### src/source/lsb_pkg.sv
`default_nettype none

package lsb_pkg;

    localparam int ADDR_W = 32;
    localparam int DATA_W = 32;
    localparam int BYTE_W = 8;
    localparam int BYTE_LANES = DATA_W / BYTE_W;

    // Byte address, the memory drops the two low bits
    typedef logic [ADDR_W-1:0] addr_t;

    // One data word on the read or write path
    typedef logic [DATA_W-1:0] data_t;

    // One enable bit per byte lane of data_t
    typedef logic [BYTE_LANES-1:0] wstrb_t;

endpackage

`default_nettype wire

### src/source/sramx_if.sv
`timescale 1ns/1ns
`default_nettype none

interface sramx_if;
    import lsb_pkg::*;

    logic   req;
    logic   wr;
    wstrb_t wstrb;
    addr_t  addr;
    data_t  wdata;

    logic   addr_ok;    // Request taken in a cycle with req high
    logic   data_ok;    // One pulse per accepted request, in order
    data_t  rdata;      // Valid with data_ok for reads

    modport master (
        output req,
        output wr,
        output wstrb,
        output addr,
        output wdata,
        input  addr_ok,
        input  data_ok,
        input  rdata
    );

    modport slave (
        input  req,
        input  wr,
        input  wstrb,
        input  addr,
        input  wdata,
        output addr_ok,
        output data_ok,
        output rdata
    );

endinterface

`default_nettype wire

### src/source/load_store_buffer.sv
`timescale 1ns/1ns
`default_nettype none

module load_store_buffer #(
    parameter int BUFFER_LENGTH = 4
) (
    input  logic    clk,
    input  logic    resetn,
    sramx_if.slave  up,
    sramx_if.master down
);
    import lsb_pkg::*;

    localparam int INDEX_BITS = $clog2(BUFFER_LENGTH);

    typedef logic [INDEX_BITS-1:0] index_t;

    index_t head;                           // Next slot to fill
    index_t tail;                           // Oldest queued request
    logic [BUFFER_LENGTH-1:0] slot_free;
    logic [BUFFER_LENGTH-1:0] q_req;        // Entry not yet taken downstream

    logic [BUFFER_LENGTH-1:0] q_wr;
    wstrb_t q_wstrb [BUFFER_LENGTH];
    addr_t  q_addr  [BUFFER_LENGTH];
    data_t  q_wdata [BUFFER_LENGTH];

    logic queue_empty;
    logic slot_ready;
    logic admit;
    logic push;
    logic pop;
    logic wr_ack;                           // Early write acknowledge

    // A free tail slot means nothing is queued
    assign queue_empty = slot_free[tail];
    assign slot_ready  = slot_free[head];

    // Only one kind of request may sit in the queue, so reads never pass writes
    assign admit = slot_ready && (queue_empty || up.wr == q_wr[tail]);
    assign push  = up.req && admit;
    assign pop   = down.data_ok;

    always_ff @(posedge clk) begin
        if (resetn) begin
            head      <= '0;
            tail      <= '0;
            slot_free <= '1;
            q_req     <= '0;
            wr_ack    <= 1'b0;
        end else begin
            wr_ack <= push && up.wr;

            if (push) begin
                head <= head + index_t'(1);
            end
            if (pop) begin
                tail <= tail + index_t'(1);
            end

            for (int i = 0; i < BUFFER_LENGTH; i++) begin
                if (push && head == index_t'(i)) begin
                    slot_free[i] <= 1'b0;
                    // On pass-through the request may already be taken this cycle
                    q_req[i]     <= queue_empty ? !down.addr_ok : 1'b1;
                end else begin
                    if (pop && tail == index_t'(i)) begin
                        slot_free[i] <= 1'b1;
                    end
                    if (tail == index_t'(i) && down.addr_ok) begin
                        q_req[i] <= 1'b0;
                    end
                end
            end
        end
    end

    always_ff @(posedge clk) begin
        if (push) begin
            q_wr[head]    <= up.wr;
            q_wstrb[head] <= up.wstrb;
            q_addr[head]  <= up.addr;
            q_wdata[head] <= up.wdata;
        end
    end

    assign up.addr_ok = admit;
    // Writes are acknowledged early, the downstream write response is absorbed
    assign up.data_ok = (!queue_empty && q_wr[tail]) ? wr_ack : down.data_ok;
    assign up.rdata   = down.rdata;

    assign down.req   = queue_empty ? up.req   : q_req[tail];
    assign down.wr    = queue_empty ? up.wr    : q_wr[tail];
    assign down.wstrb = queue_empty ? up.wstrb : q_wstrb[tail];
    assign down.addr  = queue_empty ? up.addr  : q_addr[tail];
    assign down.wdata = queue_empty ? up.wdata : q_wdata[tail];

endmodule

`default_nettype wire

### src/flat_wrapper.sv
// flat-port wrapper written by rule: the top's interface ports become plain ports
module load_store_buffer_flat import lsb_pkg::*;
#(
    parameter int BUFFER_LENGTH = 4
)
  (clk, resetn, up_req, up_wr, up_wstrb, up_addr, up_wdata, up_addr_ok, up_data_ok, up_rdata, down_req, down_wr, down_wstrb, down_addr, down_wdata, down_addr_ok, down_data_ok, down_rdata);
  sramx_if up_i ();
  sramx_if down_i ();
  input  logic clk;
  input  logic resetn;
  input wire logic [$bits(up_i.req)-1:0] up_req;
  input wire logic [$bits(up_i.wr)-1:0] up_wr;
  input wire logic [$bits(up_i.wstrb)-1:0] up_wstrb;
  input wire logic [$bits(up_i.addr)-1:0] up_addr;
  input wire logic [$bits(up_i.wdata)-1:0] up_wdata;
  output wire logic [$bits(up_i.addr_ok)-1:0] up_addr_ok;
  output wire logic [$bits(up_i.data_ok)-1:0] up_data_ok;
  output wire logic [$bits(up_i.rdata)-1:0] up_rdata;
  output wire logic [$bits(down_i.req)-1:0] down_req;
  output wire logic [$bits(down_i.wr)-1:0] down_wr;
  output wire logic [$bits(down_i.wstrb)-1:0] down_wstrb;
  output wire logic [$bits(down_i.addr)-1:0] down_addr;
  output wire logic [$bits(down_i.wdata)-1:0] down_wdata;
  input wire logic [$bits(down_i.addr_ok)-1:0] down_addr_ok;
  input wire logic [$bits(down_i.data_ok)-1:0] down_data_ok;
  input wire logic [$bits(down_i.rdata)-1:0] down_rdata;
  assign up_i.req = up_req;
  assign up_i.wr = up_wr;
  assign up_i.wstrb = up_wstrb;
  assign up_i.addr = up_addr;
  assign up_i.wdata = up_wdata;
  assign up_addr_ok = up_i.addr_ok;
  assign up_data_ok = up_i.data_ok;
  assign up_rdata = up_i.rdata;
  assign down_req = down_i.req;
  assign down_wr = down_i.wr;
  assign down_wstrb = down_i.wstrb;
  assign down_addr = down_i.addr;
  assign down_wdata = down_i.wdata;
  assign down_i.addr_ok = down_addr_ok;
  assign down_i.data_ok = down_data_ok;
  assign down_i.rdata = down_rdata;
  load_store_buffer #(.BUFFER_LENGTH(BUFFER_LENGTH)) u_core (.clk(clk), .resetn(resetn), .up(up_i), .down(down_i));
endmodule
### config.mk
export PLATFORM = sky130hd
export DESIGN_NAME = load_store_buffer_flat
export DESIGN_NICKNAME = d
export VERILOG_FILES = /design/src/source/lsb_pkg.sv /design/src/source/sramx_if.sv /design/src/source/load_store_buffer.sv /design/src/flat_wrapper.sv
export SDC_FILE = /design/constraint.sdc
export NUM_CORES = 1
export LEC_CHECK = 0
export BUFFER_PORTS_ARGS = -buffer_cell sky130_fd_sc_hd__buf_2
export CAP_MARGIN = 20
export CORE_ASPECT_RATIO = 0.9
export CORE_MARGIN = 1.5
export CORE_UTILIZATION = 55
export DETAILED_ROUTE_END_ITERATION = 10
export PLACE_DENSITY = 0.81
export RECOVER_POWER = 25
export SETUP_SLACK_MARGIN = 0.15
export SYNTH_ARGS = -nofsm -noshare
export SYNTH_HDL_FRONTEND = slang
export SYNTH_SLANG_ARGS = --single-unit
### constraint.sdc
create_clock -name clk -period 4.2 [get_ports clk]
set_input_delay 0.84 -clock clk [delete_from_list [all_inputs] [get_ports clk]]
set_output_delay 0.84 -clock clk [all_outputs]
set_load 0.05 [all_outputs]
==> reports/summary.log <==
[status] run status finished, final reports clean
[critical_path] Largest stage delay, worst path 720 ps
[die] Die H 142.0 µm
[synthesis] cell types with the largest area share after synthesis sky130_fd_sc_hd__edfxtp_1 70%, sky130_fd_sc_hd__mux4_2 14%, sky130_fd_sc_hd__mux2_1 5.3%, sky130_fd_sc_hd__dfxtp_1 2.5%, sky130_fd_sc_hd__buf_4 2.0%
[clock_network] Inserted Clock Buffers 29
[die] Core Box Area 20960 µm²
[global_route] first-pass GRT wire length 33110 µm
[layout] number of filler cells placed in the layout 1364
[synthesis] syn_nets 665
[global_route] pin count of the biggest net entering global routing 69
[synthesis] share of synthesized cell area in and, or, nand and nor gates 0.6566%
[synthesis] post-synthesis compound-gate area fraction 1.578%
[timing] post-route clock period utilization 86.74%
[timing] highest clock rate 274.5 MHz
[timing] transition time at the pin with the least slew margin 1038 ps
[clock_network] htree depth 1
[power] Leakage 4.540 nW
[timing] TNS Setup 0 ps
[synthesis] share of synthesized area spent on multiplexers 20.57%
[power] Clock power frac 34.8%
[synthesis] top-area cell type share of the netlist area 70.15%
[power] switching power share of the total 27.50%
[global_route] global route total overflow 0
[critical_path] Max Fanout on Critical Path 39
[global_route] all-layer global routing usage 19.55%
[route] DRC Markers 0
[power] power density relative to cell area 579.7 nW/µm²
[die] site row count 50
[layout] final core area utilization 65.15%
[clock_network] TritonCTS clock tree built
[critical_path] worst-path cell chain mux4_4 > buf_4 > mux2_1 > buf_2
[synthesis] arithmetic-cell share of the synthesized area counting full adders, half adders and majority gates 0.8472%
[route] via count 5648
[critical_path] CP Launch Type flop
[die] horizontal die dimension 157.5 µm
[layout] Nets 794
[power] Int Power 5.738 mW
[critical_path] crit end category output pin
[layout] leading cell types in the layout, fill and taps excluded 276 x sky130_fd_sc_hd__edfxtp_1, 95 x sky130_fd_sc_hd__buf_2, 71 x sky130_fd_sc_hd__mux4_2
[critical_path] arrival time at the worst endpoint 2800 ps
[clock_network] Clock Pin Slew Worst Setup and Hold Paths 60 ps
[synthesis] main combinational cell family by area after synthesis multiplexers
[timing] Final Max Tran Viols 0
[clock_network] maximum buffer depth of the clock tree 3
[synthesis] synth warn 0
[timing] post-route minimum period 3643 ps
[critical_path] buffers and inverters on the worst path 2
[route] average wire per cell in the routed design 21.44 µm
[placement] routability congestion estimate from global placement 0.7423
[route] post-DR vias/cell 5.705
[clock_network] Clk Latency, worst-skew pair 540 ps
[clock_network] number of buffers inserted for hold repair after clock tree synthesis 0
[route] drt first-iter violations 388
[route] antenna-violating nets left 0
[clock_network] count of cells resized by post-cts repair 0
[clock_network] number of setup buffers added after CTS 0
[layout] Syn-to-layout area delta 15.56%
[clock_network] TritonCTS Sinks 291
[synthesis] area of the mapped netlist 11820 µm²
[synthesis] Post-Synth XOR/XNOR Area 0.3812%
[synthesis] post-synthesis cell type with the largest combined area sky130_fd_sc_hd__edfxtp_1
[layout] share of layout cells above drive strength 1 35.42%
[critical_path] required time of the critical path 3360 ps
[timing] final count of hold timing violations 0
[critical_path] internal reg-to-reg setup slack 1630 ps
[die] initial core utilization 56.38%
[die] die area 22370 µm²
[power] peak ir drop on the vdd network 0.0004292 V
[job] maxcap violations 0
[route] detailed-route wire length 21220 µm
[global_route] number of antenna violations at the first check in global routing 1
[power] share of total power in combinational logic 19.3%
[layout] leading cell type in the layout, fill and taps excluded sky130_fd_sc_hd__edfxtp_1
[placement] post-detail-place hpwl 12580 µm
[power] fraction of power consumed by sequential logic 45.9%
[critical_path] slowest cell on the critical path sky130_fd_sc_hd__mux4_4
[synthesis] synthesized area per cell 21.44 µm²
[synthesis] Cells after Synth 551
[synthesis] sequential area share after synthesis 72.69%
[timing] Slew Limit Headroom 30.82%
[timing] setup repair after global routing missed its margin false
[timing] Layout Skew 11.63 ps
[synthesis] Synth Register Bits 291
[critical_path] worst setup path category flop to output pin
[clock_network] library cell used as clock root buffer sky130_fd_sc_hd__clkbuf_16
[timing] slack of the critical path 556.8 ps
[min_path] worst hold path type primary input to flop
[timing] minimum hold slack 531.4 ps
[route] total iterations of the first detailed-routing run 4
[placement] number of buffer cells added on primary ports 145
[die] number of top-level pins 210
[critical_path] family with the most delay on the worst path multiplexers
[timing] final setup violation count 0
[global_route] vias in the first global route 5914
[synthesis] synth unique cells 26
[placement] setup slack after placement 1145 ps
[power] reported net switching power 2.177 mW
## cells by family after synthesis
| kind of cell | count (synthesis) |
|---|---|
| buffers and inverters | 65 |
| xor gates and xnor gates | 3 |
| muxes | 144 |
| DFF | 291 |
| adders and majority gates | 8 |
| AOI/OAI and AO/OA | 22 |
| and+or+nand+nor | 18 |
## per-stage QoR
stage	cells	total power, mW	cell area, µm²
3_3_place_gp	935	5.185	12650
4_1_cts	989	8.005	13710
6_report	990	7.915	13650
2_1_floorplan	551	4.909	11820
3_5_place_dp	935	5.236	12650
5_1_grt	989	8.199	13650
## per-layer routing
| layer | global-route usage (%) | up-vias | routed length [µm] |
|---|---|---|---|
| met5 | 0 | - | 0 |
| met1 | 27.63 | 2901 | 9148 |
| met4 | 6.455 | 0 | 614 |
| met2 | 30.91 | 191 | 10070 |
| met3 | 4.019 | 64 | 1388 |
| li1 | - | 2492 | - |
## synthesized netlist by cell type (all sizes together)
master / instances
o21bai: 4
ha: 8
dfxtp: 15
inv: 5
nand2: 8
a21boi: 1
mux4: 72
buf: 48
a21oi: 13
a311oi: 4
nand3: 4
and3b: 1
xnor2: 2
nor2: 5
xor2: 1
mux2i: 2
edfxtp: 276
clkbuf: 12
mux2: 70
## power by group through the flow
| stage | clock network, mW | logic [mW] | registers [mW] |
|---|---|---|---|
| floorplan | 0 | 1.28 | 3.63 |
| global placement | 0 | 1.52 | 3.67 |
| detailed placement | 0 | 1.54 | 3.70 |
| CTS | 2.82 | 1.55 | 3.64 |
| global route | 2.92 | 1.62 | 3.66 |
| finish | 2.76 | 1.52 | 3.63 |
## worst register-to-register path, cell delays in order (launching register included)
cell and delay [ps]:
sky130_fd_sc_hd__dfxtp_1 530, sky130_fd_sc_hd__mux4_2 640, sky130_fd_sc_hd__xor2_4 240, sky130_fd_sc_hd__a21oi_4 190, sky130_fd_sc_hd__buf_4 520, sky130_fd_sc_hd__a21oi_1 120, sky130_fd_sc_hd__a311oi_1 250
## final timing paths
path	from	endpoint	cells past startpoint
worst max-delay path	u_core.tail[0]	down_addr[22]	4
worst min-delay path	up_addr[16]	u_core.q_addr[1][16]	1
worst max register to register	u_core.tail[0]	u_core.q_req[3]	6
worst min register to register	u_core.slot_free[2]	u_core.slot_free[2]	2
## flip-flops by register name (all words and copies together) (netlist names), named ones only
name,cells
u_core.head,2
u_core.wr_ack,1
u_core.slot_free,4
u_core.q_wstrb,16
u_core.q_wr,4
u_core.q_wdata,128
u_core.tail,2
u_core.q_req,4
u_core.q_addr,128
## cell type report
class	count	area, µm²	share of cell area [%]
Antenna cell	1	2.502	0.01833
Clock inverter	11	181.4	1.329
Sequential cell	291	8596	62.96
Tap cell	286	357.8	2.621
Clock buffer	43	882.1	6.461
Inverter	5	18.77	0.1375
Timing Repair Buffer	158	773.2	5.663
Multi-Input combinational cell	195	2841	20.81
Power figures use the tool's default switching activity.
