$ cat src/source/lsb_pkg.sv
`default_nettype none

package lsb_pkg;

    localparam int ADDR_W = 32;
    localparam int DATA_W = 32;
    localparam int BYTE_W = 8;
    localparam int BYTE_LANES = DATA_W / BYTE_W;

    // Byte address, the memory drops the two low bits
    typedef logic [ADDR_W-1:0] addr_t;

    // One data word on the read or write path
    typedef logic [DATA_W-1:0] data_t;

    // One enable bit per byte lane of data_t
    typedef logic [BYTE_LANES-1:0] wstrb_t;

endpackage

`default_nettype wire

$ cat src/source/sramx_if.sv
`timescale 1ns/1ns
`default_nettype none

interface sramx_if;
    import lsb_pkg::*;

    logic   req;
    logic   wr;
    wstrb_t wstrb;
    addr_t  addr;
    data_t  wdata;

    logic   addr_ok;    // Request taken in a cycle with req high
    logic   data_ok;    // One pulse per accepted request, in order
    data_t  rdata;      // Valid with data_ok for reads

    modport master (
        output req,
        output wr,
        output wstrb,
        output addr,
        output wdata,
        input  addr_ok,
        input  data_ok,
        input  rdata
    );

    modport slave (
        input  req,
        input  wr,
        input  wstrb,
        input  addr,
        input  wdata,
        output addr_ok,
        output data_ok,
        output rdata
    );

endinterface

`default_nettype wire

$ cat src/source/sramx_arbiter.sv
`timescale 1ns/1ns
`default_nettype none

module sramx_arbiter (
    input  logic            clk,
    input  logic            resetn,
    sramx_if.slave          m0,
    sramx_if.slave          m1,
    output logic            mem_req,
    output logic            mem_wr,
    output lsb_pkg::wstrb_t mem_wstrb,
    output lsb_pkg::addr_t  mem_addr,
    output lsb_pkg::data_t  mem_wdata,
    input  logic            mem_addr_ok,
    input  logic            mem_data_ok,
    input  lsb_pkg::data_t  mem_rdata
);
    logic locked;       // A memory transaction is outstanding
    logic owner;        // Port that owns the outstanding transaction
    logic rr_pri;       // Port that wins the next tie
    logic grant;
    logic accept;

    always_comb begin
        if (locked) begin
            grant = owner;
        end else if (m0.req && m1.req) begin
            grant = rr_pri;
        end else begin
            grant = m1.req;
        end
    end

    // No new request reaches the memory until the current one is answered
    assign mem_req   = !locked && (grant ? m1.req : m0.req);
    assign mem_wr    = grant ? m1.wr    : m0.wr;
    assign mem_wstrb = grant ? m1.wstrb : m0.wstrb;
    assign mem_addr  = grant ? m1.addr  : m0.addr;
    assign mem_wdata = grant ? m1.wdata : m0.wdata;

    assign accept = mem_req && mem_addr_ok;

    always_ff @(posedge clk) begin
        if (resetn) begin
            locked <= 1'b0;
            owner  <= 1'b0;
            rr_pri <= 1'b0;
        end else if (accept) begin
            locked <= 1'b1;
            owner  <= grant;
            rr_pri <= !grant;       // The other port gets the next tie
        end else if (mem_data_ok) begin
            locked <= 1'b0;
        end
    end

    assign m0.addr_ok = !locked && !grant && mem_addr_ok;
    assign m1.addr_ok = !locked && grant && mem_addr_ok;

    // Responses go back only to the port that owns the lock
    assign m0.data_ok = locked && !owner && mem_data_ok;
    assign m1.data_ok = locked && owner && mem_data_ok;

    assign m0.rdata = mem_rdata;
    assign m1.rdata = mem_rdata;

endmodule

`default_nettype wire

$ cat src/flat_wrapper.sv
// flat-port wrapper written by rule: the top's interface ports become plain ports
module sramx_arbiter_flat 
  (clk, resetn, mem_req, mem_wr, mem_wstrb, mem_addr, mem_wdata, mem_addr_ok, mem_data_ok, mem_rdata, m0_req, m0_wr, m0_wstrb, m0_addr, m0_wdata, m0_addr_ok, m0_data_ok, m0_rdata, m1_req, m1_wr, m1_wstrb, m1_addr, m1_wdata, m1_addr_ok, m1_data_ok, m1_rdata);
  sramx_if m0_i ();
  sramx_if m1_i ();
  input  logic clk;
  input  logic resetn;
  output logic mem_req;
  output logic mem_wr;
  output lsb_pkg::wstrb_t mem_wstrb;
  output lsb_pkg::addr_t mem_addr;
  output lsb_pkg::data_t mem_wdata;
  input  logic mem_addr_ok;
  input  logic mem_data_ok;
  input  lsb_pkg::data_t mem_rdata;
  input wire logic [$bits(m0_i.req)-1:0] m0_req;
  input wire logic [$bits(m0_i.wr)-1:0] m0_wr;
  input wire logic [$bits(m0_i.wstrb)-1:0] m0_wstrb;
  input wire logic [$bits(m0_i.addr)-1:0] m0_addr;
  input wire logic [$bits(m0_i.wdata)-1:0] m0_wdata;
  output wire logic [$bits(m0_i.addr_ok)-1:0] m0_addr_ok;
  output wire logic [$bits(m0_i.data_ok)-1:0] m0_data_ok;
  output wire logic [$bits(m0_i.rdata)-1:0] m0_rdata;
  input wire logic [$bits(m1_i.req)-1:0] m1_req;
  input wire logic [$bits(m1_i.wr)-1:0] m1_wr;
  input wire logic [$bits(m1_i.wstrb)-1:0] m1_wstrb;
  input wire logic [$bits(m1_i.addr)-1:0] m1_addr;
  input wire logic [$bits(m1_i.wdata)-1:0] m1_wdata;
  output wire logic [$bits(m1_i.addr_ok)-1:0] m1_addr_ok;
  output wire logic [$bits(m1_i.data_ok)-1:0] m1_data_ok;
  output wire logic [$bits(m1_i.rdata)-1:0] m1_rdata;
  assign m0_i.req = m0_req;
  assign m0_i.wr = m0_wr;
  assign m0_i.wstrb = m0_wstrb;
  assign m0_i.addr = m0_addr;
  assign m0_i.wdata = m0_wdata;
  assign m0_addr_ok = m0_i.addr_ok;
  assign m0_data_ok = m0_i.data_ok;
  assign m0_rdata = m0_i.rdata;
  assign m1_i.req = m1_req;
  assign m1_i.wr = m1_wr;
  assign m1_i.wstrb = m1_wstrb;
  assign m1_i.addr = m1_addr;
  assign m1_i.wdata = m1_wdata;
  assign m1_addr_ok = m1_i.addr_ok;
  assign m1_data_ok = m1_i.data_ok;
  assign m1_rdata = m1_i.rdata;
  sramx_arbiter u_core (.clk(clk), .resetn(resetn), .m0(m0_i), .m1(m1_i), .mem_req(mem_req), .mem_wr(mem_wr), .mem_wstrb(mem_wstrb), .mem_addr(mem_addr), .mem_wdata(mem_wdata), .mem_addr_ok(mem_addr_ok), .mem_data_ok(mem_data_ok), .mem_rdata(mem_rdata));
endmodule
$ cat config.mk
export PLATFORM = sky130hd
export DESIGN_NAME = sramx_arbiter_flat
export DESIGN_NICKNAME = d
export VERILOG_FILES = /design/src/source/lsb_pkg.sv /design/src/source/sramx_if.sv /design/src/source/sramx_arbiter.sv /design/src/flat_wrapper.sv
export SDC_FILE = /design/constraint.sdc
export NUM_CORES = 1
export LEC_CHECK = 0
export ABC_CLOCK_PERIOD_IN_PS = 1760
export BUFFER_PORTS_ARGS = -buffer_cell sky130_fd_sc_hd__buf_2
export CORE_AREA = 2 2 122 124
export DETAILED_ROUTE_END_ITERATION = 12
export DIE_AREA = 0 0 124 126
export HOLD_SLACK_MARGIN = 0.05
export PLACE_DENSITY_LB_ADDON = 0.1
export RECOVER_POWER = 50
export SKIP_CTS_REPAIR_TIMING = 1
export SYNTH_ARGS = -nofsm -noshare
export SYNTH_HDL_FRONTEND = slang
export SYNTH_SLANG_ARGS = --single-unit
export TNS_END_PERCENT = 10
$ cat constraint.sdc
create_clock -name clk -period 1.76 [get_ports clk]
set_clock_uncertainty 0.05 [all_clocks]
set_input_delay 0.088 -clock clk [delete_from_list [all_inputs] [get_ports clk]]
set_output_delay 0.088 -clock clk [all_outputs]
set_load 0.05 [all_outputs]
==> results by stage, run 1 <==
Power:
- For this design the static power due to leakage is 1.56 nW.
- After layout, the design draws a total of 1.97 mW.
- Power spread over the standard cell area amounts to 627 nW/µm².
- The worst vdd rail ir drop is 0.000353 V.

CTS:
- The total number of H-tree levels is 1.
- In this run, CTS created clock tree buffers numbering 3.
- The clock network latency to the later pin of the worst-skew pair is 0.22 ns.
- The root buffer cell chosen for the clock tree is sky130_fd_sc_hd__clkbuf_16.
- TritonCTS built the clock tree.
- In this run the deepest clock path goes through 2 buffers.
- Clock-pin slew was measured on the worst setup and hold paths at approximately 0.03 ns.
- The clock drives 3 sinks.

Floorplanning:
- The initial core utilization is 10.7%.
- The die covers 15600 µm².
- The width of the die is 124 µm.
- In this run the core area contains between 40 and 50 standard-cell rows.
- The placeable core region is 14300 µm².
- In this run the vertical extent of the chip is 126 µm.
- The number of top-level pins is 314.

Finish:
- In the final layout, the share of cells above drive strength 1 is 94.2%.
- The area growth from synthesis to layout is 105%.
- The non-filler instance count after layout is 511.
- The final core utilization is 21.9%.
- The count of inserted antenna diode cells is 0.
- The number of nets in the finished design is 504.

Global route:
- The via count of the first global-routing pass is 1696.
- The first-pass GRT wire length is a little under 8 mm.
- Across every metal layer, demand over resource in global routing totals 6.41%.
- The total grt overflow is 0.
- Entering global routing, the biggest net connects 37 pins.
- The initial antenna violation count came to 0.

Routing:
- The number of remaining DRC errors is 0.
- In the final routed layout, each cell accounts on average for 13.5 µm.
- Before antenna repair, the detailed router went through 2 iterations.
- The number of vias per cell after detailed routing is 3.50.
- The detailed-route wire length is 6.91 mm.
- Across all layers, the routed design uses 1791 vias.
- In this run, the number of DRC markers left after iteration 0 of detailed routing was 17.
- The number of antenna-violating nets in the routed design is 0.

STA:
- Setup slack on the critical path of the routed design comes to -0.0614 ns.
- Timing would allow up to 0.549 GHz.
- Setup violations remaining at the end of the flow were counted as between 60 and 70.
- The count of pins over their slew limit was 0.
- The relative slew slack is 82.5%.
- The count of endpoints failing hold in the final timing report is 0.
- The clock period minus worst slack is about 1.8 ns.
- At the pin with the least slew margin, the transition time is 0.264 ns.
- The post-route fraction of the period consumed by the critical path is 103%.
- Setup repair after global routing could not meet its margin everywhere.

Yosys:
- The average size of a mapped cell is 9.45 µm².
- The net count after synthesis is approximately 340.
- Counting every instance in the synthesized netlist gives about 160.
- The Yosys step of the flow raised 0 warnings.
- The synthesized netlist occupies a cell area of between 1500 and 2000 µm².
- Ranked by total cell area, the synthesized netlist is headed by sky130_fd_sc_hd__mux2_2, sky130_fd_sc_hd__buf_4, sky130_fd_sc_hd__mux2_4.
- The number of flip-flops and latches in the synthesized netlist is 3.
- Counting distinct cell types in the post-synthesis netlist gives 20.
- The cell taking the most area after synthesis is sky130_fd_sc_hd__mux2_2.
- The synthesized design devotes to its leading area cell type between 40% and 50% of total area.
- After synthesis, flip-flops and latches occupy 3.92% of the total area.

Place:
- The HPWL after detailed placement is 5.06 mm.
- The congestion estimate from routability-driven global placement came to roughly 0.63.
- In this run the tool buffered the top-level ports with 217 buffer cells.
- The number of placed instances, taps included, is a little under 500.

Run status:
- The final reports fail on negative setup slack.
- The run finished, with violations left.

Critical path:
- The category of the most critical setup path is flop to output pin.
- The worst setup path is captured at an output pin.
- The type of element launching the critical path is a flop.
- The worst-case register-to-register setup slack is 0.43 ns.
- The required arrival time at the worst endpoint is 1.62 ns.
- The arrival time of data at the critical path endpoint is 1.68 ns.
- Along the worst path, the maximum fanout reaches 8.

Flow run:
- The tool flagged a number of max-cap violations equal to 0.

Hold path:
- The type of the worst min-delay path is primary input to flop.
[critical path: stages (launching register included)]
cell and delay, ns:
sky130_fd_sc_hd__dfxtp_2 0.30, sky130_fd_sc_hd__nand2b_4 0.14, sky130_fd_sc_hd__a22o_4 0.26, sky130_fd_sc_hd__buf_12 0.14
sky130_fd_sc_hd__buf_12 0.14, sky130_fd_sc_hd__mux2_4 0.32, sky130_fd_sc_hd__buf_8 0.15
[cell families after synthesis]
family | count (synthesis) | share of synthesized area [%]
compound gates | 8 | 3.76
buf+inv | 72 | 35.5
flops | 3 | 3.92
mux | 69 | 53.2
simple gates | 10 | 3.60
[cells in the mapped netlist]
master                     number
sky130_fd_sc_hd__a21boi_0       2
sky130_fd_sc_hd__a21oi_1        2
sky130_fd_sc_hd__a22o_1         1
sky130_fd_sc_hd__a311oi_1       1
sky130_fd_sc_hd__and2b_1        1
sky130_fd_sc_hd__and3_1         2
sky130_fd_sc_hd__buf_2          5
sky130_fd_sc_hd__buf_4         64
sky130_fd_sc_hd__buf_6          2
sky130_fd_sc_hd__buf_8          1
sky130_fd_sc_hd__dfxtp_1        3
sky130_fd_sc_hd__mux2_2        59
sky130_fd_sc_hd__mux2_4        10
sky130_fd_sc_hd__nand2_1        1
sky130_fd_sc_hd__nand2b_1       1
sky130_fd_sc_hd__nor2_1         3
sky130_fd_sc_hd__nor2b_1        1
sky130_fd_sc_hd__o21ai_0        1
sky130_fd_sc_hd__o21ba_2        1
sky130_fd_sc_hd__or2b_1         1
[placed cells by master (no fill, tap or decap), drive strengths merged, types with 2 or more instances in the layout]
cell type and instances:
a21boi 2, a21oi 2, and3 2, buf 228
clkbuf 8, dfxtp 3, mux2 69, nor2 3
[through the flow]
stage / cell area [µm²] / hold WS (ns) / setup WS (ns) / setup TNS (ns)
5_1_grt: 3130 / 0.115 / -0.101 / -5.81
3_5_place_dp: 2360 / 0.126 / 0.116 / 0
2_1_floorplan: 1530 / 0.107 / 0.214 / 0
6_report: 3130 / 0.0829 / -0.0614 / -2.63
3_3_place_gp: 2360 / 0.126 / 0.149 / 0
4_1_cts: 2440 / 0.0199 / -0.123 / -5.82
[final cells by class]
| class | count | area, µm² |
|---|---|---|
| Fill cell | 1574 | 11200 |
| Timing Repair Buffer | 233 | 1820 |
| Multi-Input combinational cell | 87 | 947 |
| Tap cell | 184 | 230 |
| Clock buffer | 4 | 78.8 |
| Sequential cell | 3 | 61.3 |
[sequential cells by signal, summed over array words and instances (netlist names)]
register,count
u_core.locked,1
u_core.owner,1
u_core.rr_pri,1
[metal layers]
metal  up-vias  track usage, %  part of all wire [%]
li1        831               -                     -
met1       779            5.68                    33
met2       167            12.9                    53
met3        14            2.04                    13
met4         0            2.51                   1.4
met5         -               0                     0
[power breakdown]
part	switching (mW)	internal (mW)	total (mW)
logic	0.843	0.681	1.52
clock network	0.0658	0.299	0.365
registers	0.00410	0.0736	0.0777
[worst paths after layout]
kind / startpoint / endpoint / cells after the start
min reg2reg: u_core.rr_pri$_SDFFE_PP0P_ / u_core.rr_pri$_SDFFE_PP0P_ / 2
max: u_core.rr_pri$_SDFFE_PP0P_ / mem_wstrb[1] / 6
min: m1_req / u_core.rr_pri$_SDFFE_PP0P_ / 2
max reg2reg: u_core.locked$_SDFFE_PP0P_ / u_core.owner$_SDFFE_PP0P_ / 4
No activity file was read; power rests on OpenSTA's default activity.
==> inputs of run 2 (changes only) <==
- BUFFER_PORTS_ARGS: -buffer_cell sky130_fd_sc_hd__buf_2 -> unset
- CELL_PAD_IN_SITES_DETAIL_PLACEMENT: unset -> 0
- CELL_PAD_IN_SITES_GLOBAL_PLACEMENT: unset -> 1
- CORE_AREA: 2 2 122 124 -> 2 2 121 123
- DIE_AREA: 0 0 124 126 -> 0 0 123 125
- DONT_BUFFER_PORTS: unset -> 1
==> run 2 against run 1 <==
  * The flow still finishes with violations (negative setup slack)
  * Power shrank 20%
  * Utilization down 8.9 points
  * Fmax up 1.4%
  * Sequential cell count unchanged
  * Sequential share of layout area grew 1.4 points
  * Non-clock buffer count fell by 212
  * Clock-buffer cell count stayed put
  * Largest power group unchanged
==> results by stage, run 2 (synthesis results as in run 1) <==
Global route:
- The initial antenna violation count was 0 (unchanged).
- The first-pass GRT wire length is 6.07 mm (-22%).
- The pin count of the biggest net entering global routing is 39 (+5.4%).
- The via count of the first global-routing pass is 1006 (-41%).
- The total grt overflow came to 0 (unchanged).
- The all-layer global routing usage came to 5.16% (-1.2 points).

Power:
- The proportion of power drawn by flip-flops and latches was 5.0% (+1.1 points).
- The total design power was 1.57 mW (-20%).
- The internal power was 0.753 mW (-29%).
- The power density over the cells is 852 nW/µm² (+36%).
- The combinational share of power was 71.9% (-5.6 points).
- The switching share of power was 52.0% (+5.6 points).
- The worst vdd rail ir drop is 0.000430 V (+22%).
- The clock network fraction of design power came to 23.1% (+4.5 points).
- The net switching power is 0.816 mW (-11%).
- The static leakage power came to 0.788 nW (-50%).

STA:
- Setup repair after global routing could not meet its margin everywhere.
- The post-route fraction of the period consumed by the critical path was 102% (-1.4 points).
- The total of endpoints with negative setup slack in the final report came to 59 (-14%).
- The post-layout worst setup margin is -0.0361 ns (+0.0252 ns).
- The count of pins over their slew limit is 0 (unchanged).
- The clock period minus worst slack is 1.80 ns (-0.0252 ns).
- The highest clock frequency the design can meet is 0.557 GHz (+1.4%).
- The count of endpoints failing hold in the final timing report is 0 (unchanged).
- The relative slew slack is 66.4% (-16 points).
- The transition time of the tightest slew-check pin was 0.505 ns (+0.241 ns).

Finish:
- In the layout the commonest cells are sky130_fd_sc_hd__mux2_4, sky130_fd_sc_hd__clkbuf_16, sky130_fd_sc_hd__buf_4.
- Leaving out fill and tap cells, the most frequent cell in the layout is sky130_fd_sc_hd__mux2_4.
- The count of inserted antenna diode cells is 0 (unchanged).
- The layout overhead on the synthesized area is 20.4%.
- The cell area after layout is 1840 µm² (-41%).
- The fraction of layout cells with a size suffix above 1 was 81.7% (-12 points).
- The largest registers in the layout are u_core.locked x1, u_core.owner x1, u_core.rr_pri x1.
- The non-filler instance count after layout is 299 (-41%).
- The number of nets in the finished design was 292 (-42%).

CTS:
- The clock network latency to the later pin of the worst-skew pair was 0.22 ns (about the same).
- The clock-pin slew reported for the worst setup and hold paths after clock tree synthesis is 0.03 ns (about the same).
- The total number of H-tree levels is 1 (unchanged).
- TritonCTS built the clock tree.
- The number of buffers created by CTS is 3 (unchanged).
- The maximum clock path buffer count was 2 (unchanged).
- The total number of clock tree sinks came to 3 (unchanged).
- In this run the clock root is driven by a sky130_fd_sc_hd__clkbuf_16.

Run status:
- The final reports fail on negative setup slack.
- The flow ran to the end, but the final reports show violations.

Hold path:
- The instance count along the most critical hold path is 2 (unchanged).
- The path with the worst hold slack has its endpoint at u_core.owner$_SDFFE_PP0P_.
- The type of the worst min-delay path is primary input to flop.
- The startpoint identified for the worst hold timing path is m0_req.

Floorplanning:
- The die area is 15400 µm² (-1.6%).
- The vertical die dimension is 125 µm (-0.79%).
- The initial core utilization came to 10.8% (+0.083 points).
- The placeable core region was 14200 µm² (-0.77%).
- The number of top-level pins is 314 (unchanged).
- The width of the die is 123 µm (-0.81%).
- The number of placement rows is 44 (unchanged).

Routing:
- The number of vias per cell after detailed routing was 3.51 (+0.19%).
- The detailed-route wire length is 5.62 mm (-19%).
- The initial detailed-routing violation count is 21 (+4).
- The number of iterations in the first detailed-routing pass is 4 (+2).
- The detailed-route wire length per cell is 18.8 µm (+39%).
- The number of remaining DRC errors is 0 (unchanged).
- The via count of the routed design is 1050 (-41%).
- The number of antenna-violating nets in the routed design is 0 (unchanged).

Critical path:
- Among cell families on the critical path, the largest total delay comes from multiplexers.
- The signal on the critical path passes through nand2b_4 -> a22o_4 -> buf_12 -> clkbuf_16 -> mux2_4.
- The worst path buffer plus inverter count is 2 (-1).
- The required arrival time at the worst endpoint was 1.62 ns (about the same).
- The highest net fanout along the worst path was 8 (unchanged).
- The arrival time of data at the critical path endpoint is 1.66 ns (-0.02 ns).
- The endpoint of the most critical register-to-register path is u_core.locked$_SDFFE_PP0P_.
- The worst-case register-to-register setup slack is 0.12 ns (-0.31 ns).
- The slowest stage of the critical path is the sky130_fd_sc_hd__mux2_4 cell.
- The worst register-to-register path begins at u_core.locked$_SDFFE_PP0P_.
- The peak per-stage delay on the critical path is 0.39 ns (+0.07 ns).
- The worst setup path is captured at an output pin.
- The category of the most critical setup path is flop to output pin.
- The depth of the worst register-to-register path is 5 (+1).
- The type of element launching the critical path is a flop.

Place:
- The total instance count after detailed placement is 281 (-43%).
- The count of buffers inserted at the top-level ports is 0 (-100%).
- The HPWL after detailed placement is 4.04 mm (-20%).
- The placed instance area is 1300 µm² (-45%).
- The weighted congestion reported at the end of routability-driven placement is 0.695 (+9.5%).
- The pre-CTS setup slack was 0.233 ns (+0.117 ns).

Flow run:
- The count of maximum capacitance violations was 0 (unchanged).
[run 2: cell types whose count changed in the layout (fill, tap and decap cells not counted), sizes merged]
cell | previous run | this run
dlygate4sd3 | 1 | 4
buf | 228 | 13
[run 2: worst max path at each step]
stage	cells past startpoint	start	endpoint	slack [ns]
final	5	u_core.rr_pri$_SDFFE_PP0P_	mem_wdata[19]	-0.04
after global routing	5	u_core.rr_pri$_SDFFE_PP0P_	mem_wdata[26]	-0.07
after CTS	4	u_core.rr_pri$_SDFFE_PP0P_	mem_wstrb[3]	-0.01
after detailed placement	4	u_core.rr_pri$_SDFFE_PP0P_	mem_wdata[10]	0.23
after global placement	4	u_core.locked$_SDFFE_PP0P_	mem_wstrb[3]	0.26
after floorplan	6	u_core.rr_pri$_SDFFE_PP0P_	mem_addr[24]	0.21
[run 2: through the flow]
| stage | setup TNS (ns) | hold WS (ns) | utilization [%] |
|---|---|---|---|
| 2_1_floorplan | 0 | 0.107 | - |
| 3_3_place_gp | 0 | 0.110 | 9.18 |
| 3_5_place_dp | 0 | 0.110 | 9.18 |
| 4_1_cts | -0.178 | -0.122 | 9.73 |
| 5_1_grt | -3.42 | 0.111 | 13.0 |
| 6_report | -1.33 | 0.114 | 13.0 |
[run 2: power groups by stage]
stage	sequential, mW	combinational (mW)	clock (mW)
2_1_floorplan	0.0775	1.26	0
3_3_place_gp	0.0786	0.926	0
3_5_place_dp	0.0784	0.920	0
4_1_cts	0.0777	0.921	0.366
5_1_grt	0.0789	1.17	0.375
6_report	0.0784	1.13	0.362
[run 2: layer usage]
metal,vias up,global-route usage (%),wire length [µm]
met4,0,2.54,99
met2,138,9.52,2890
met1,490,4.82,1910
met5,-,0,0
met3,14,2.10,721
li1,408,-,-
[run 2: final cells by class]
cell class / count / area [µm²]
fillers: 1625 / 12400
well taps: 184 / 230
multi-input cells: 87 / 1160
clock buffers: 4 / 78.8
flip-flops and latches: 3 / 62.6
repair buffers: 21 / 305
==> inputs of run 3 (changes only) <==
- BUFFER_PORTS_ARGS: unset -> -buffer_cell sky130_fd_sc_hd__buf_2
- CAP_MARGIN: unset -> 30
- DONT_BUFFER_PORTS: 1 -> unset
==> run 3 against run 2 <==
  * The run still ends with negative setup slack left
  * Fmax down 2.2%
  * Power up 23%
  * Sequential power about the same
  * Clock power down 1%
  * Largest cell class is now non-clock buffers
  * Sequential share of layout area down 1.4 points
  * First-iteration DRC count down 4.8%
  * Combinational power up 32%
  * Wire length up 20%
  * Critical path depth up 1
  * Die area unchanged
  * Non-clock buffer count up 211
  * Global-route usage up 1.5 points
  * Critical endpoint is now mem_addr[24]
==> results by stage, run 3 (synthesis results as in run 1) <==
Global route:
- The via count of the first global-routing pass is 1710 (+70%).
- The first-pass GRT wire length is 8.04 mm (+32%).
- The total grt overflow is 0 (unchanged).
- The initial antenna violation count came to 0 (unchanged).
- The pin count of the biggest net entering global routing is 30 (-23%).
- The all-layer global routing usage came to 6.66% (+1.5 points).

Floorplanning:
- The number of placement rows is 44 (unchanged).
- The die area is 15400 µm² (unchanged).
- The initial core utilization is 10.8% (unchanged).
- The number of top-level pins is 314 (unchanged).
- The vertical die dimension is 125 µm (unchanged).
- The placeable core region is 14200 µm² (unchanged).
- The width of the die is 123 µm (unchanged).

Finish:
- The largest registers in the layout are u_core.locked x1, u_core.owner x1, u_core.rr_pri x1.
- The library cells used most frequently in the layout, excluding fill and tap cells, are sky130_fd_sc_hd__buf_2, sky130_fd_sc_hd__buf_6, sky130_fd_sc_hd__mux2_2.
- The non-filler instance count after layout was 510 (+71%).
- The layout overhead on the synthesized area is 102%.
- The final core utilization came to 21.7% (+8.8 points).
- The count of inserted antenna diode cells came to 0 (unchanged).
- The number of filler instances in the final layout was 1570 (-3.4%).
- The fraction of layout cells with a size suffix above 1 was 94.2% (+12 points).
- The most common library cell in the layout ignoring fill and taps is sky130_fd_sc_hd__buf_2.
- The number of nets in the finished design was 503 (+72%).

STA:
- The post-route fraction of the period consumed by the critical path is 104% (+2.3 points).
- The relative slew slack came to 82.3% (+16 points).
- The post-layout worst setup margin came to -0.0771 ns (-0.0409 ns).
- The count of pins over their slew limit is 0 (unchanged).
- The total of endpoints with negative setup slack in the final report is 69 (+17%).
- The transition time of the tightest slew-check pin is 0.268 ns (-0.237 ns).
- Setup repair after global routing could not meet its margin everywhere.
- The highest clock frequency the design can meet is 0.544 GHz (-2.2%).
- The worst hold slack after final layout is 0.0903 ns (-0.0241 ns).
- The count of endpoints failing hold in the final timing report came to 0 (unchanged).
- The clock period minus worst slack is 1.84 ns (+0.0409 ns).

Critical path:
- The worst setup path is of the flop to output pin kind.
- The largest individual stage delay along the critical path comes from the cell sky130_fd_sc_hd__dfxtp_2.
- The required arrival time at the worst endpoint came to 1.62 ns (about the same).
- The type of element launching the critical path is a flop.
- The signal on the critical path passes through nand2b_4 -> a22o_4 -> buf_12 -> clkbuf_16 -> mux2_4 -> buf_8.
- The arrival time of data at the critical path endpoint is 1.70 ns (+0.04 ns).
- STA classifies the critical path endpoint as an output pin.
- The peak per-stage delay on the critical path is 0.32 ns (-0.07 ns).
- The worst path buffer plus inverter count came to 3 (+1).
- Grouping stages by cell kind, the critical path spends the most delay in buffers and inverters.
- The depth of the worst register-to-register path is 4 (-1).
- The highest net fanout along the worst path came to 7 (-1).
- The number of stages on the worst setup path is 6 (+1).

Run status:
- The flow ran to the end, but the final reports show violations.
- The checks that failed: negative setup slack.

Place:
- The total instance count after detailed placement came to 495 (+76%).
- The HPWL after detailed placement came to 5.10 mm (+26%).
- The pre-CTS setup slack came to 0.0988 ns (-0.134 ns).
- The weighted congestion reported at the end of routability-driven placement is 0.681 (-2.0%).
- The count of buffers inserted at the top-level ports was 217 (+217).

Hold path:
- The worst hold path belongs to the class primary input to flop.
- The instance count along the most critical hold path came to 2 (unchanged).

Routing:
- The initial detailed-routing violation count was 20 (-4.8%).
- The via count of the routed design came to 1782 (+70%).
- The number of vias per cell after detailed routing came to 3.49 (-0.50%).
- The number of antenna-violating nets in the routed design is 0 (unchanged).
- The detailed-route wire length is 6.73 mm (+20%).
- The number of iterations in the first detailed-routing pass is 2 (-2).
- The detailed-route wire length per cell is 13.2 µm (-30%).
- The number of remaining DRC errors is 0 (unchanged).

CTS:
- The clock tree from TritonCTS is built.
- The total number of H-tree levels was 1 (unchanged).
- The clock-pin slew reported for the worst setup and hold paths after clock tree synthesis came to 0.03 ns (about the same).
- The total number of clock tree sinks is 3 (unchanged).
- The number of buffers created by CTS was 3 (unchanged).
- The maximum clock path buffer count is 2 (unchanged).
- The clock network latency to the later pin of the worst-skew pair is 0.22 ns (about the same).
- The root buffer cell is sky130_fd_sc_hd__clkbuf_16.

Power:
- The power density over the cells came to 626 nW/µm² (-27%).
- The static leakage power came to 1.54 nW (+95%).
- The worst vdd rail ir drop was 0.000302 V (-30%).

Flow run:
- The count of maximum capacitance violations was 0 (unchanged).
[run 3: cell count changes in the layout (fill, tap and decap cells not counted), sizes merged]
cell,previous run,this run
buf,13,227
dlygate4sd3,4,1
[run 3: metrics by stage]
step | cell area, µm² | setup TNS (ns) | total power, mW
floorplan | 1530 | 0 | 1.34
global placement | 2380 | 0 | 1.28
detailed placement | 2380 | 0 | 1.28
CTS | 2460 | -4.92 | 1.64
global route | 3090 | -6.19 | 2.02
finish | 3090 | -3.35 | 1.93
[run 3: worst paths after layout]
kind                                                  from                          to  slack [ns]
worst max register to register  u_core.locked$_SDFFE_PP0P_   u_core.owner$_SDFFE_PP0P_        0.42
worst min register to register  u_core.rr_pri$_SDFFE_PP0P_  u_core.rr_pri$_SDFFE_PP0P_        0.40
worst min-delay path                                m1_req  u_core.rr_pri$_SDFFE_PP0P_        0.09
worst max-delay path            u_core.rr_pri$_SDFFE_PP0P_                mem_addr[24]       -0.08
[run 3: area by class of cell]
cell class,instances,area (µm²),area share (%)
flip-flops and latches,3,61.3,1.99
clock buffers,4,78.8,2.55
multi-input cells,87,943,30.6
repair buffers,232,1770,57.4
well taps,184,230,7.46
[run 3: report_power, final]
part	leakage, nW	internal, mW	switching [mW]
clock	0.0382	0.299	0.0590
sequential	0.0251	0.0736	0.00475
combinational	1.48	0.662	0.833
total	1.54	1.03	0.896
[run 3: per-layer routing]
layer / part of all wire, % / global-route usage (%) / vias to the layer above / routed length, µm
met2: 53 / 13.7 / 134 / 3580
met4: 1.2 / 1.80 / 0 / 78
li1: - / - / 828 / -
met3: 11 / 2.55 / 14 / 767
met1: 34 / 5.73 / 806 / 2300
met5: 0 / 0 / - / 0
